## src/hdl/hdc_consts.svh

```systemverilog
`ifndef HDC_CONSTS_SVH
`define HDC_CONSTS_SVH

// hypervector geometry
`define HDC_DIM             64
`define HDC_ITEMS           16
`define HDC_ITEM_AW         4

// program store
`define HDC_PROG_DEPTH      32
`define HDC_PC_W            5

// register map
`define HDC_REG_CTRL        2'd0
`define HDC_REG_SEED        2'd1
`define HDC_REG_LEN         2'd2

// control register bits
`define HDC_CTRL_START_BIT  0
`define HDC_CTRL_GEN_BIT    1

`endif

```

## src/hdl/hdc_pkg.sv

```systemverilog
`default_nettype none

`include "hdc_consts.svh"

package hdc_pkg;

    // opcodes, the loaded forms take an item address
    typedef enum logic [3:0] {
        op_nop        = 4'd0,
        op_load       = 4'd1,
        op_lrot_r     = 4'd2,
        op_lrot_l     = 4'd3,
        op_lxor       = 4'd4,
        op_wb         = 4'd5,
        op_rot_r      = 4'd6,
        op_rot_l      = 4'd7,
        op_xor        = 4'd8,
        op_store      = 4'd9,
        op_last_store = 4'd10,
        op_move       = 4'd11
    } hdc_op_e;

    typedef enum logic [1:0] {
        seq_idle,
        seq_fetch,
        seq_issue,
        seq_drain
    } seq_state_e;

    typedef struct packed {
        hdc_op_e                 op;
        logic [`HDC_ITEM_AW-1:0] addr;
    } hdc_instr_t;

    typedef struct packed {
        logic                    en;
        logic [`HDC_ITEM_AW-1:0] addr;
        logic [`HDC_DIM-1:0]     data;
    } hdc_mem_wr_t;

    typedef struct packed {
        logic                valid;
        logic                last;
        logic [`HDC_DIM-1:0] data;
    } hdc_result_t;

    // start and gen are single-cycle pulses
    typedef struct packed {
        logic [`HDC_DIM-1:0]  seed;
        logic [`HDC_PC_W-1:0] prog_len;
        logic                 start;
        logic                 gen;
    } hdc_cfg_t;

endpackage

`default_nettype wire

```

## src/hdl/hdc_cfg_regs.sv

```systemverilog
`timescale 1ns/1ps
`default_nettype none

`include "hdc_consts.svh"

module hdc_cfg_regs (
    input  wire                  clk,
    input  wire                  rst_n,
    input  wire                  reg_we,
    input  wire [1:0]            reg_addr,
    input  wire [`HDC_DIM-1:0]   reg_wdata,
    input  wire                  gen_busy,
    input  wire                  done_pulse,
    output hdc_pkg::hdc_cfg_t    cfg,
    output logic                 busy,
    output logic                 done
);

    logic ctrl_we;
    logic idle;
    logic start_ok;
    logic gen_ok;

    assign ctrl_we = reg_we && (reg_addr == `HDC_REG_CTRL);

    // nothing running, generating, or about to generate
    assign idle = !busy && !gen_busy && !cfg.gen;

    assign gen_ok = ctrl_we && idle && reg_wdata[`HDC_CTRL_GEN_BIT];

    // generate takes precedence when both bits come in one write
    assign start_ok = ctrl_we && idle && reg_wdata[`HDC_CTRL_START_BIT]
                      && !reg_wdata[`HDC_CTRL_GEN_BIT];

    always_ff @(posedge clk or negedge rst_n) begin
        if (!rst_n) begin
            cfg  <= '0;
            busy <= 1'b0;
            done <= 1'b0;
        end else begin
            cfg.start <= start_ok;
            cfg.gen   <= gen_ok;

            if (reg_we && (reg_addr == `HDC_REG_SEED)) begin
                cfg.seed <= reg_wdata;
            end
            if (reg_we && (reg_addr == `HDC_REG_LEN)) begin
                cfg.prog_len <= reg_wdata[`HDC_PC_W-1:0];
            end

            // done holds until the next accepted start
            if (start_ok) begin
                busy <= 1'b1;
                done <= 1'b0;
            end else if (done_pulse) begin
                busy <= 1'b0;
                done <= 1'b1;
            end
        end
    end

endmodule

`default_nettype wire

```

## src/hdl/hdc_item_gen.sv

```systemverilog
`timescale 1ns/1ps
`default_nettype none

`include "hdc_consts.svh"

module hdc_item_gen (
    input  wire                   clk,
    input  wire                   rst_n,
    input  wire hdc_pkg::hdc_cfg_t cfg,
    output hdc_pkg::hdc_mem_wr_t  gen_wr,
    output logic                  gen_busy
);

    logic [`HDC_DIM-1:0]     state_q;
    logic [`HDC_DIM-1:0]     state_next;
    logic [`HDC_ITEM_AW-1:0] slot_q;

    // one xorshift step: <<13, >>7, <<17
    function automatic logic [`HDC_DIM-1:0] xorshift(input logic [`HDC_DIM-1:0] v);
        logic [`HDC_DIM-1:0] t;
        t = v ^ (v << 13);
        t = t ^ (t >> 7);
        t = t ^ (t << 17);
        return t;
    endfunction

    assign state_next = xorshift(state_q);

    always_ff @(posedge clk or negedge rst_n) begin
        if (!rst_n) begin
            gen_busy <= 1'b0;
            slot_q   <= '0;
        end else if (cfg.gen) begin
            gen_busy <= 1'b1;
            slot_q   <= '0;
        end else if (gen_busy) begin
            slot_q <= slot_q + `HDC_ITEM_AW'd1;
            // slot count is a power of two, so all ones is the last slot
            if (&slot_q) begin
                gen_busy <= 1'b0;
            end
        end
    end

    always_ff @(posedge clk) begin
        if (cfg.gen) begin
            state_q <= cfg.seed;
        end else if (gen_busy) begin
            state_q <= state_next;
        end
    end

    // slot i gets seed advanced i+1 steps
    always_comb begin
        gen_wr.en   = gen_busy;
        gen_wr.addr = slot_q;
        gen_wr.data = state_next;
    end

endmodule

`default_nettype wire

```

## src/hdl/hdc_item_memory.sv

```systemverilog
`timescale 1ns/1ps
`default_nettype none

`include "hdc_consts.svh"

module hdc_item_memory (
    input  wire                          clk,
    input  wire hdc_pkg::hdc_mem_wr_t    wr,
    input  wire [`HDC_ITEM_AW-1:0]       rd_addr,
    output logic [`HDC_DIM-1:0]          rd_data
);

    logic [`HDC_DIM-1:0] mem [`HDC_ITEMS];

    // write port, shared upstream between generator and write-back
    always_ff @(posedge clk) begin
        if (wr.en) begin
            mem[wr.addr] <= wr.data;
        end
    end

    // registered read, old data on a same-address write
    always_ff @(posedge clk) begin
        rd_data <= mem[rd_addr];
    end

endmodule

`default_nettype wire

```

## src/hdl/hdc_sequencer.sv

```systemverilog
`timescale 1ns/1ps
`default_nettype none

`include "hdc_consts.svh"

module hdc_sequencer (
    input  wire                      clk,
    input  wire                      rst_n,
    input  wire hdc_pkg::hdc_cfg_t   cfg,
    input  wire                      prog_we,
    input  wire [`HDC_PC_W-1:0]      prog_addr,
    input  wire hdc_pkg::hdc_instr_t prog_wdata,
    output logic                     instr_valid,
    output hdc_pkg::hdc_instr_t      instr,
    output logic                     done_pulse
);

    import hdc_pkg::*;

    hdc_instr_t           prog_mem [`HDC_PROG_DEPTH];
    seq_state_e           state_q;
    logic [`HDC_PC_W-1:0] pc_q;
    logic [`HDC_PC_W-1:0] pc_next;
    logic [`HDC_PC_W-1:0] len_q;

    assign pc_next = pc_q + `HDC_PC_W'd1;

    always_ff @(posedge clk) begin
        if (prog_we) begin
            prog_mem[prog_addr] <= prog_wdata;
        end
    end

    // registered read straight into the issue register
    always_ff @(posedge clk) begin
        instr <= prog_mem[pc_q];
    end

    always_ff @(posedge clk or negedge rst_n) begin
        if (!rst_n) begin
            state_q     <= seq_idle;
            pc_q        <= '0;
            len_q       <= '0;
            instr_valid <= 1'b0;
            done_pulse  <= 1'b0;
        end else begin
            done_pulse <= 1'b0;
            unique case (state_q)
                seq_idle: begin
                    instr_valid <= 1'b0;
                    if (cfg.start) begin
                        state_q <= seq_fetch;
                        pc_q    <= '0;
                        len_q   <= cfg.prog_len;
                    end
                end
                // fetch covers word 0, issue the rest back to back
                seq_fetch, seq_issue: begin
                    if (len_q == '0) begin
                        instr_valid <= 1'b0;
                        state_q     <= seq_drain;
                    end else begin
                        instr_valid <= 1'b1;
                        pc_q        <= pc_next;
                        if (pc_next == len_q) begin
                            state_q <= seq_drain;
                        end else begin
                            state_q <= seq_issue;
                        end
                    end
                end
                // last word is in flight
                // pulse lands so done rises on its execute edge
                seq_drain: begin
                    instr_valid <= 1'b0;
                    done_pulse  <= 1'b1;
                    state_q     <= seq_idle;
                end
                default: begin
                    state_q <= seq_idle;
                end
            endcase
        end
    end

endmodule

`default_nettype wire

```

## src/hdl/hdc_core.sv

```systemverilog
`timescale 1ns/1ps
`default_nettype none

`include "hdc_consts.svh"

module hdc_core (
    input  wire                      clk,
    input  wire                      rst_n,
    input  wire                      start,
    input  wire                      instr_valid,
    input  wire hdc_pkg::hdc_instr_t instr,
    output logic [`HDC_ITEM_AW-1:0]  rd_addr,
    input  wire [`HDC_DIM-1:0]       rd_data,
    output hdc_pkg::hdc_mem_wr_t     wb_wr,
    output hdc_pkg::hdc_result_t     result
);

    import hdc_pkg::*;

    // stage one
    logic                    s1_valid;
    hdc_op_e                 s1_op;
    logic [`HDC_ITEM_AW-1:0] s1_addr;
    logic                    s1_fwd;
    logic [`HDC_DIM-1:0]     s1_fwd_data;
    logic [`HDC_DIM-1:0]     operand;

    // stage two
    logic [`HDC_DIM-1:0]     acc_q;
    logic [`HDC_DIM-1:0]     hold_q;
    logic                    res_valid_q;
    logic                    res_last_q;
    logic [`HDC_DIM-1:0]     res_data_q;

    // memory sees the issued address on the next edge
    assign rd_addr = instr.addr;

    // write-back goes to memory on the execute edge
    always_comb begin
        wb_wr.en   = s1_valid && (s1_op == op_wb);
        wb_wr.addr = s1_addr;
        wb_wr.data = acc_q;
    end

    always_ff @(posedge clk or negedge rst_n) begin
        if (!rst_n) begin
            s1_valid <= 1'b0;
        end else begin
            s1_valid <= instr_valid;
        end
    end

    // catch a write-back landing on the same edge as our read
    always_ff @(posedge clk) begin
        s1_op       <= instr.op;
        s1_addr     <= instr.addr;
        s1_fwd      <= wb_wr.en && (wb_wr.addr == instr.addr);
        s1_fwd_data <= wb_wr.data;
    end

    assign operand = s1_fwd ? s1_fwd_data : rd_data;

    always_ff @(posedge clk or negedge rst_n) begin
        if (!rst_n) begin
            acc_q       <= '0;
            hold_q      <= '0;
            res_valid_q <= 1'b0;
            res_last_q  <= 1'b0;
        end else begin
            res_valid_q <= 1'b0;
            res_last_q  <= 1'b0;
            if (start) begin
                acc_q  <= '0;
                hold_q <= '0;
            end else if (s1_valid) begin
                unique case (s1_op)
                    op_load:   acc_q <= operand;
                    op_lrot_r: acc_q <= {operand[0], operand[`HDC_DIM-1:1]};
                    op_lrot_l: acc_q <= {operand[`HDC_DIM-2:0], operand[`HDC_DIM-1]};
                    op_lxor:   acc_q <= operand ^ acc_q;
                    op_rot_r:  acc_q <= {acc_q[0], acc_q[`HDC_DIM-1:1]};
                    op_rot_l:  acc_q <= {acc_q[`HDC_DIM-2:0], acc_q[`HDC_DIM-1]};
                    op_xor:    acc_q <= hold_q ^ acc_q;
                    op_move:   hold_q <= acc_q;
                    op_store: begin
                        res_valid_q <= 1'b1;
                    end
                    op_last_store: begin
                        res_valid_q <= 1'b1;
                        res_last_q  <= 1'b1;
                    end
                    // write-back handled combinationally above
                    op_nop, op_wb: begin
                    end
                    default: begin
                    end
                endcase
            end
        end
    end

    always_ff @(posedge clk) begin
        if (s1_valid && ((s1_op == op_store) || (s1_op == op_last_store))) begin
            res_data_q <= acc_q;
        end
    end

    assign result = '{valid: res_valid_q, last: res_last_q, data: res_data_q};

endmodule

`default_nettype wire

```

## src/hdl/hdc_top.sv

```systemverilog
`timescale 1ns/1ps
`default_nettype none

`include "hdc_consts.svh"

module hdc_top (
    input  wire                      clk,
    input  wire                      rst_n,
    input  wire                      reg_we,
    input  wire [1:0]                reg_addr,
    input  wire [`HDC_DIM-1:0]       reg_wdata,
    input  wire                      prog_we,
    input  wire [`HDC_PC_W-1:0]      prog_addr,
    input  wire hdc_pkg::hdc_instr_t prog_wdata,
    output logic                     busy,
    output logic                     done,
    output hdc_pkg::hdc_result_t     result
);

    import hdc_pkg::*;

    hdc_cfg_t                cfg;
    hdc_mem_wr_t             gen_wr;
    hdc_mem_wr_t             wb_wr;
    hdc_mem_wr_t             mem_wr;
    hdc_instr_t              instr;
    logic                    gen_busy;
    logic                    done_pulse;
    logic                    instr_valid;
    logic [`HDC_ITEM_AW-1:0] rd_addr;
    logic [`HDC_DIM-1:0]     rd_data;

    // programs never run during generation, so one writer at a time
    assign mem_wr = gen_busy ? gen_wr : wb_wr;

    hdc_cfg_regs u_cfg_regs (
        .clk        (clk),
        .rst_n      (rst_n),
        .reg_we     (reg_we),
        .reg_addr   (reg_addr),
        .reg_wdata  (reg_wdata),
        .gen_busy   (gen_busy),
        .done_pulse (done_pulse),
        .cfg        (cfg),
        .busy       (busy),
        .done       (done)
    );

    hdc_item_gen u_item_gen (
        .clk      (clk),
        .rst_n    (rst_n),
        .cfg      (cfg),
        .gen_wr   (gen_wr),
        .gen_busy (gen_busy)
    );

    hdc_item_memory u_item_memory (
        .clk     (clk),
        .wr      (mem_wr),
        .rd_addr (rd_addr),
        .rd_data (rd_data)
    );

    hdc_sequencer u_sequencer (
        .clk         (clk),
        .rst_n       (rst_n),
        .cfg         (cfg),
        .prog_we     (prog_we),
        .prog_addr   (prog_addr),
        .prog_wdata  (prog_wdata),
        .instr_valid (instr_valid),
        .instr       (instr),
        .done_pulse  (done_pulse)
    );

    hdc_core u_core (
        .clk         (clk),
        .rst_n       (rst_n),
        .start       (cfg.start),
        .instr_valid (instr_valid),
        .instr       (instr),
        .rd_addr     (rd_addr),
        .rd_data     (rd_data),
        .wb_wr       (wb_wr),
        .result      (result)
    );

endmodule

`default_nettype wire

```

## config.mk

```make
export PLATFORM = sky130hd
export DESIGN_NAME = hdc_top
export DESIGN_NICKNAME = d
export VERILOG_FILES = /design/src/hdl/hdc_pkg.sv /design/src/hdl/hdc_cfg_regs.sv /design/src/hdl/hdc_item_gen.sv /design/src/hdl/hdc_item_memory.sv /design/src/hdl/hdc_sequencer.sv /design/src/hdl/hdc_core.sv /design/src/hdl/hdc_top.sv
export VERILOG_INCLUDE_DIRS = /design/src /design/src/hdl
export SDC_FILE = /design/constraint.sdc
export NUM_CORES = 2
export LEC_CHECK = 0
export BUFFER_PORTS_ARGS = -buffer_cell sky130_fd_sc_hd__buf_2
export CAP_MARGIN = 40
export CORE_MARGIN = 4
export CORE_UTILIZATION = 55
export CTS_CLUSTER_DIAMETER = 100
export DETAILED_ROUTE_END_ITERATION = 10
export PLACE_DENSITY = 0.71
export SETUP_SLACK_MARGIN = 0.15
export SLEW_MARGIN = 20
export SYNTH_ARGS = -nofsm -noshare
export SYNTH_HDL_FRONTEND = slang
export SYNTH_SLANG_ARGS = --single-unit
export TNS_END_PERCENT = 20
```

## constraint.sdc

```tcl
create_clock -name clk -period 9.1 [get_ports clk]
set_input_delay 0.455 -clock clk [delete_from_list [all_inputs] [get_ports clk]]
set_output_delay 0.455 -clock clk [all_outputs]
set_load 0.01 [all_outputs]
```

==> impl_metrics.tcl <==
set metrics [dict create \
    wl_per_cell_um 30.11 \
    hold_viol_final 0 \
    drtAntennaViolNets 0 \
    cp_slowest_cell "buf_4" \
    grt_max_degree 147 \
    synthesis.nets 3862 \
    power.clock.fraction_pct 20.2 \
    wl_met2_mm 87.76 \
    ys_types 62 \
    path_clk_slew_ns 0.06 \
    rsz0062_at_grt "no" \
    slew_headroom_pct 24.55 \
    ios 151 \
    layout-drive-gt1-share_pct 29.02 \
    cts_tree "yes" \
    antenna_found_initial 7 \
    fmax_mhz 252.9 \
    powerDensity_nw_per_um2 434.1 \
    worstMarginPinSlew_ns 1.132 \
    power.total_uw 35400 \
    dr.first_iter.drc_count 4854 \
    required_ns 9.49 \
    ys_seq_area_share_pct 71.34 \
    setup_tns_ns 0 \
    seq_area_sq_um 50800 \
    cts-buffers-inserted 176 \
    met3WireLength_mm 14.21 \
    worst_ep_arrival_time_ns 4.34 \
    synth_cells 3775 \
    htreeDepth 4 \
    clock_skew_ns 0.03366 \
    switching_share_pct 36.59 \
    fin_crit_ns 3.954 \
    syn_area_per_cell_sq_um 18.85 \
    rr_startpoint "u_item_gen.gen_busy" \
    num_rows 131 \
    crit_path_start_kind "flip-flop" \
    syn2layout_area_growth_pct 14.61 \
    multiInputGateArea_sq_um 19590 \
    max_cap_violations 0 \
    die_area_sq_um 135200 \
    critPathCaptureType "flip-flop" \
    dp_hpwl_mm 111.9 \
    synth_area_leaders "edfxtp_1 59%, mux4_2 13%, dfrtp_1 7.8%" \
    pwr-share-comb_pct 39.4 \
    drcViolationCount 0 \
    vias_per_cell 6.367 \
    fillerInstances 8619 \
    highest_layer "met5" \
    core_area_sq_um 128000 \
    synth-seq-cells 1776 \
    switchingPower_uw 12950 \
    cpMostUsedCell "buf_4" \
    clock_sinks 1776 \
    die_x_um 367.7 \
    synth_top_area_share_pct 59.42 \
    wl_met1_mm 70.71 \
    synth_ff_type "edfxtp_1" \
    dr.pass1.iters 7 \
    ir_worst_vdd_uv 341.9 \
    hp-start "reg_we" \
    synth-edff-count 1408 \
    intPower_uw 22450 \
    fin_ws_ns 5.146 \
    yosysWarnings 0 \
    root_buffer "clkbuf_16" \
    start_util_pct 55.59 \
    netlist_area_sq_um 71160 \
    nets 4214 \
    hp-class "in2reg" \
    slew_violations 0 \
    grt-ovfl-total 0 \
    final_common_cell "edfxtp_1" \
    power_frac_seq_pct 40.4 \
    grt_pass1_vias 38450 \
    cpPeakStageDelay_ns 0.77 \
    wirelength_mm 181.1 \
    vias 38290 \
    fin_crit_sh_pct 43.46 \
    crit_fanout 47 \
    status "finished clean" \
    critical_path_class "reg2reg" \
    setup_viol 0 \
    power.leakage_uw 0.02786 \
    synthArstFlopShare_pct 12.56 \
    most-common-layout-cells "1408 x edfxtp_1, 400 x mux4_2, 219 x dfrtp_1" \
    grt_pass1_wl_mm 267.4 \
    holdPathStages 4 \
    crit_start "u_item_gen.gen_busy" \
    worstRegToRegCells 6 \
    die_h_um 367.7 \
    post_cts_resized 0 \
    port_buffers 150 \
    yosysTopAreaCell "edfxtp_1" \
    pre_cts_ws_ns 5.105 \
    clk_latency_ns 0.79 \
    grt_usage_pct 26.93 \
    gp_congestion 0.8471 \
    clock_path_buffers 3 \
    cp_cell_sequence "inv_2, buf_4, a31oi_1, buf_2, nor2_4, buf_4" \
]
layout make-up:
class                      instances  share of cell area, %
inverter                          30                 0.1381
timing repair buffer             393                  3.905
clock buffer                     249                  6.002
antenna                            5                0.01534
tap                             1729                  2.653
multi-input combinational       1750                  24.02
sequential                      1776                  62.29
clock inverter                    82                 0.9819
state kept, by name, summed over array words and instances, names as in the netlist, 2 cells and up:
signal	count
u_sequencer.state_q	2
u_sequencer.len_q	5
u_sequencer.instr	8
u_core.hold_q	64
u_item_gen.state_q	64
u_item_gen.slot_q	4
u_core.s1_addr	4
u_core.acc_q	64
u_sequencer.pc_q	5
u_core.s1_fwd_data	64
u_cfg_regs.cfg	71
u_core.s1_op	4
u_core.res_data_q	64
u_item_memory.rd_data	64
u_sequencer.prog_mem	256
u_item_memory.mem	1024
stage by stage:
| stage | cells | hold slack, ns | util [%] | cell area, sq um |
|---|---|---|---|---|
| final | 6014 | 0.1324 | 63.71 | 81550 |
| after floorplan | 3775 | 0.1594 | - | 71160 |
| after CTS | 5971 | 0.08038 | 63.41 | 81170 |
| after global routing | 6010 | 0.1475 | 63.70 | 81540 |
| after detailed placement | 5572 | 0.3486 | 58.43 | 74800 |
| after global placement | 5511 | 0.3402 | 57.81 | 74010 |
worst max-delay path: cells and delay by family (launching register included):
kind / cells / cell delay [ns]
buffers and inverters: 4 / 1.95
flip-flops: 1 / 0.72
AND/OR/NAND/NOR: 1 / 0.54
AO/OA/AOI/OAI: 1 / 0.23
layer usage:
metal  vias up  global-route usage, %
li1      15880                      -
met1     20140                  37.42
met2      1906                  42.67
met3       362                  4.720
met4         2                  11.54
met5         -                      0
synth_stat cells (2+ instances only):
cell	n
a2111oi_2	19
a211oi_1	10
a21o_1	2
a21oi_1	11
a221oi_1	26
a222oi_1	8
a22o_1	72
a31oi_1	3
a32o_1	20
and3_1	4
buf_1	48
buf_2	25
buf_4	4
buf_6	7
clkbuf_1	134
dfrtp_1	223
dfxtp_1	145
edfxtp_1	1408
ha_1	4
inv_1	29
mux2_2	198
mux2i_1	143
mux4_2	400
nand2_1	97
nand2b_1	5
nand3_1	7
nand3b_1	8
nand4_1	4
nor2_1	216
nor2b_1	9
nor3_1	26
nor3b_1	3
o211ai_1	29
o21a_1	10
o21ai_0	93
o21ai_1	11
o221ai_1	11
o22ai_1	21
o2bb2ai_1	26
o311a_1	7
o32a_1	2
or3_1	4
or3b_2	5
xnor2_1	158
xor2_1	63
power by group through the flow:
| stage | Clock, uW | Sequential, uW | Combinational [uW] |
|---|---|---|---|
| after floorplan | 0 | 13800 | 8360 |
| after global placement | 0 | 14500 | 12700 |
| after detailed placement | 0 | 14500 | 13600 |
| after CTS | 7250 | 14300 | 13700 |
| after global routing | 7640 | 14400 | 14700 |
| final | 7140 | 14300 | 13900 |
path summary, 6_finish.rpt:
path	end	slack [ns]
min	u_cfg_regs.cfg[1]	0.13
min in group asynchronous	u_cfg_regs.cfg[33]	0.34
max reg2reg	u_item_memory.mem[13][16]	5.15
max	u_item_memory.mem[13][16]	5.15
max in group asynchronous	u_item_gen.gen_busy	7.56
min reg2reg	u_core.s1_op[1]	0.34
logic make-up (layout without fill, tap and decap cells):
logic type | after synthesis | in the layout | share of synthesized area (%)
multiplexers | 741 | 741 | 17.81
flip-flops | 1776 | 1776 | 71.34
XOR/XNOR | 221 | 221 | 2.720
adder cells (fa/ha/maj) | 4 | 4 | 0.07034
AO/OA/AOI/OAI | 388 | 388 | 4.229
other | 0 | 5 | 0
AND/OR/NAND/NOR | 396 | 396 | 2.381
buffers and inverters | 249 | 754 | 1.454
what timing repair did:
item | CTS | global route
hold endpoints to repair | 166 | 0
hold buffers | 68 | 0
setup buffers | 0 | 0
setup endpoints to repair | 0 | 0
Note: power is estimated with default switching activity, not from simulation.
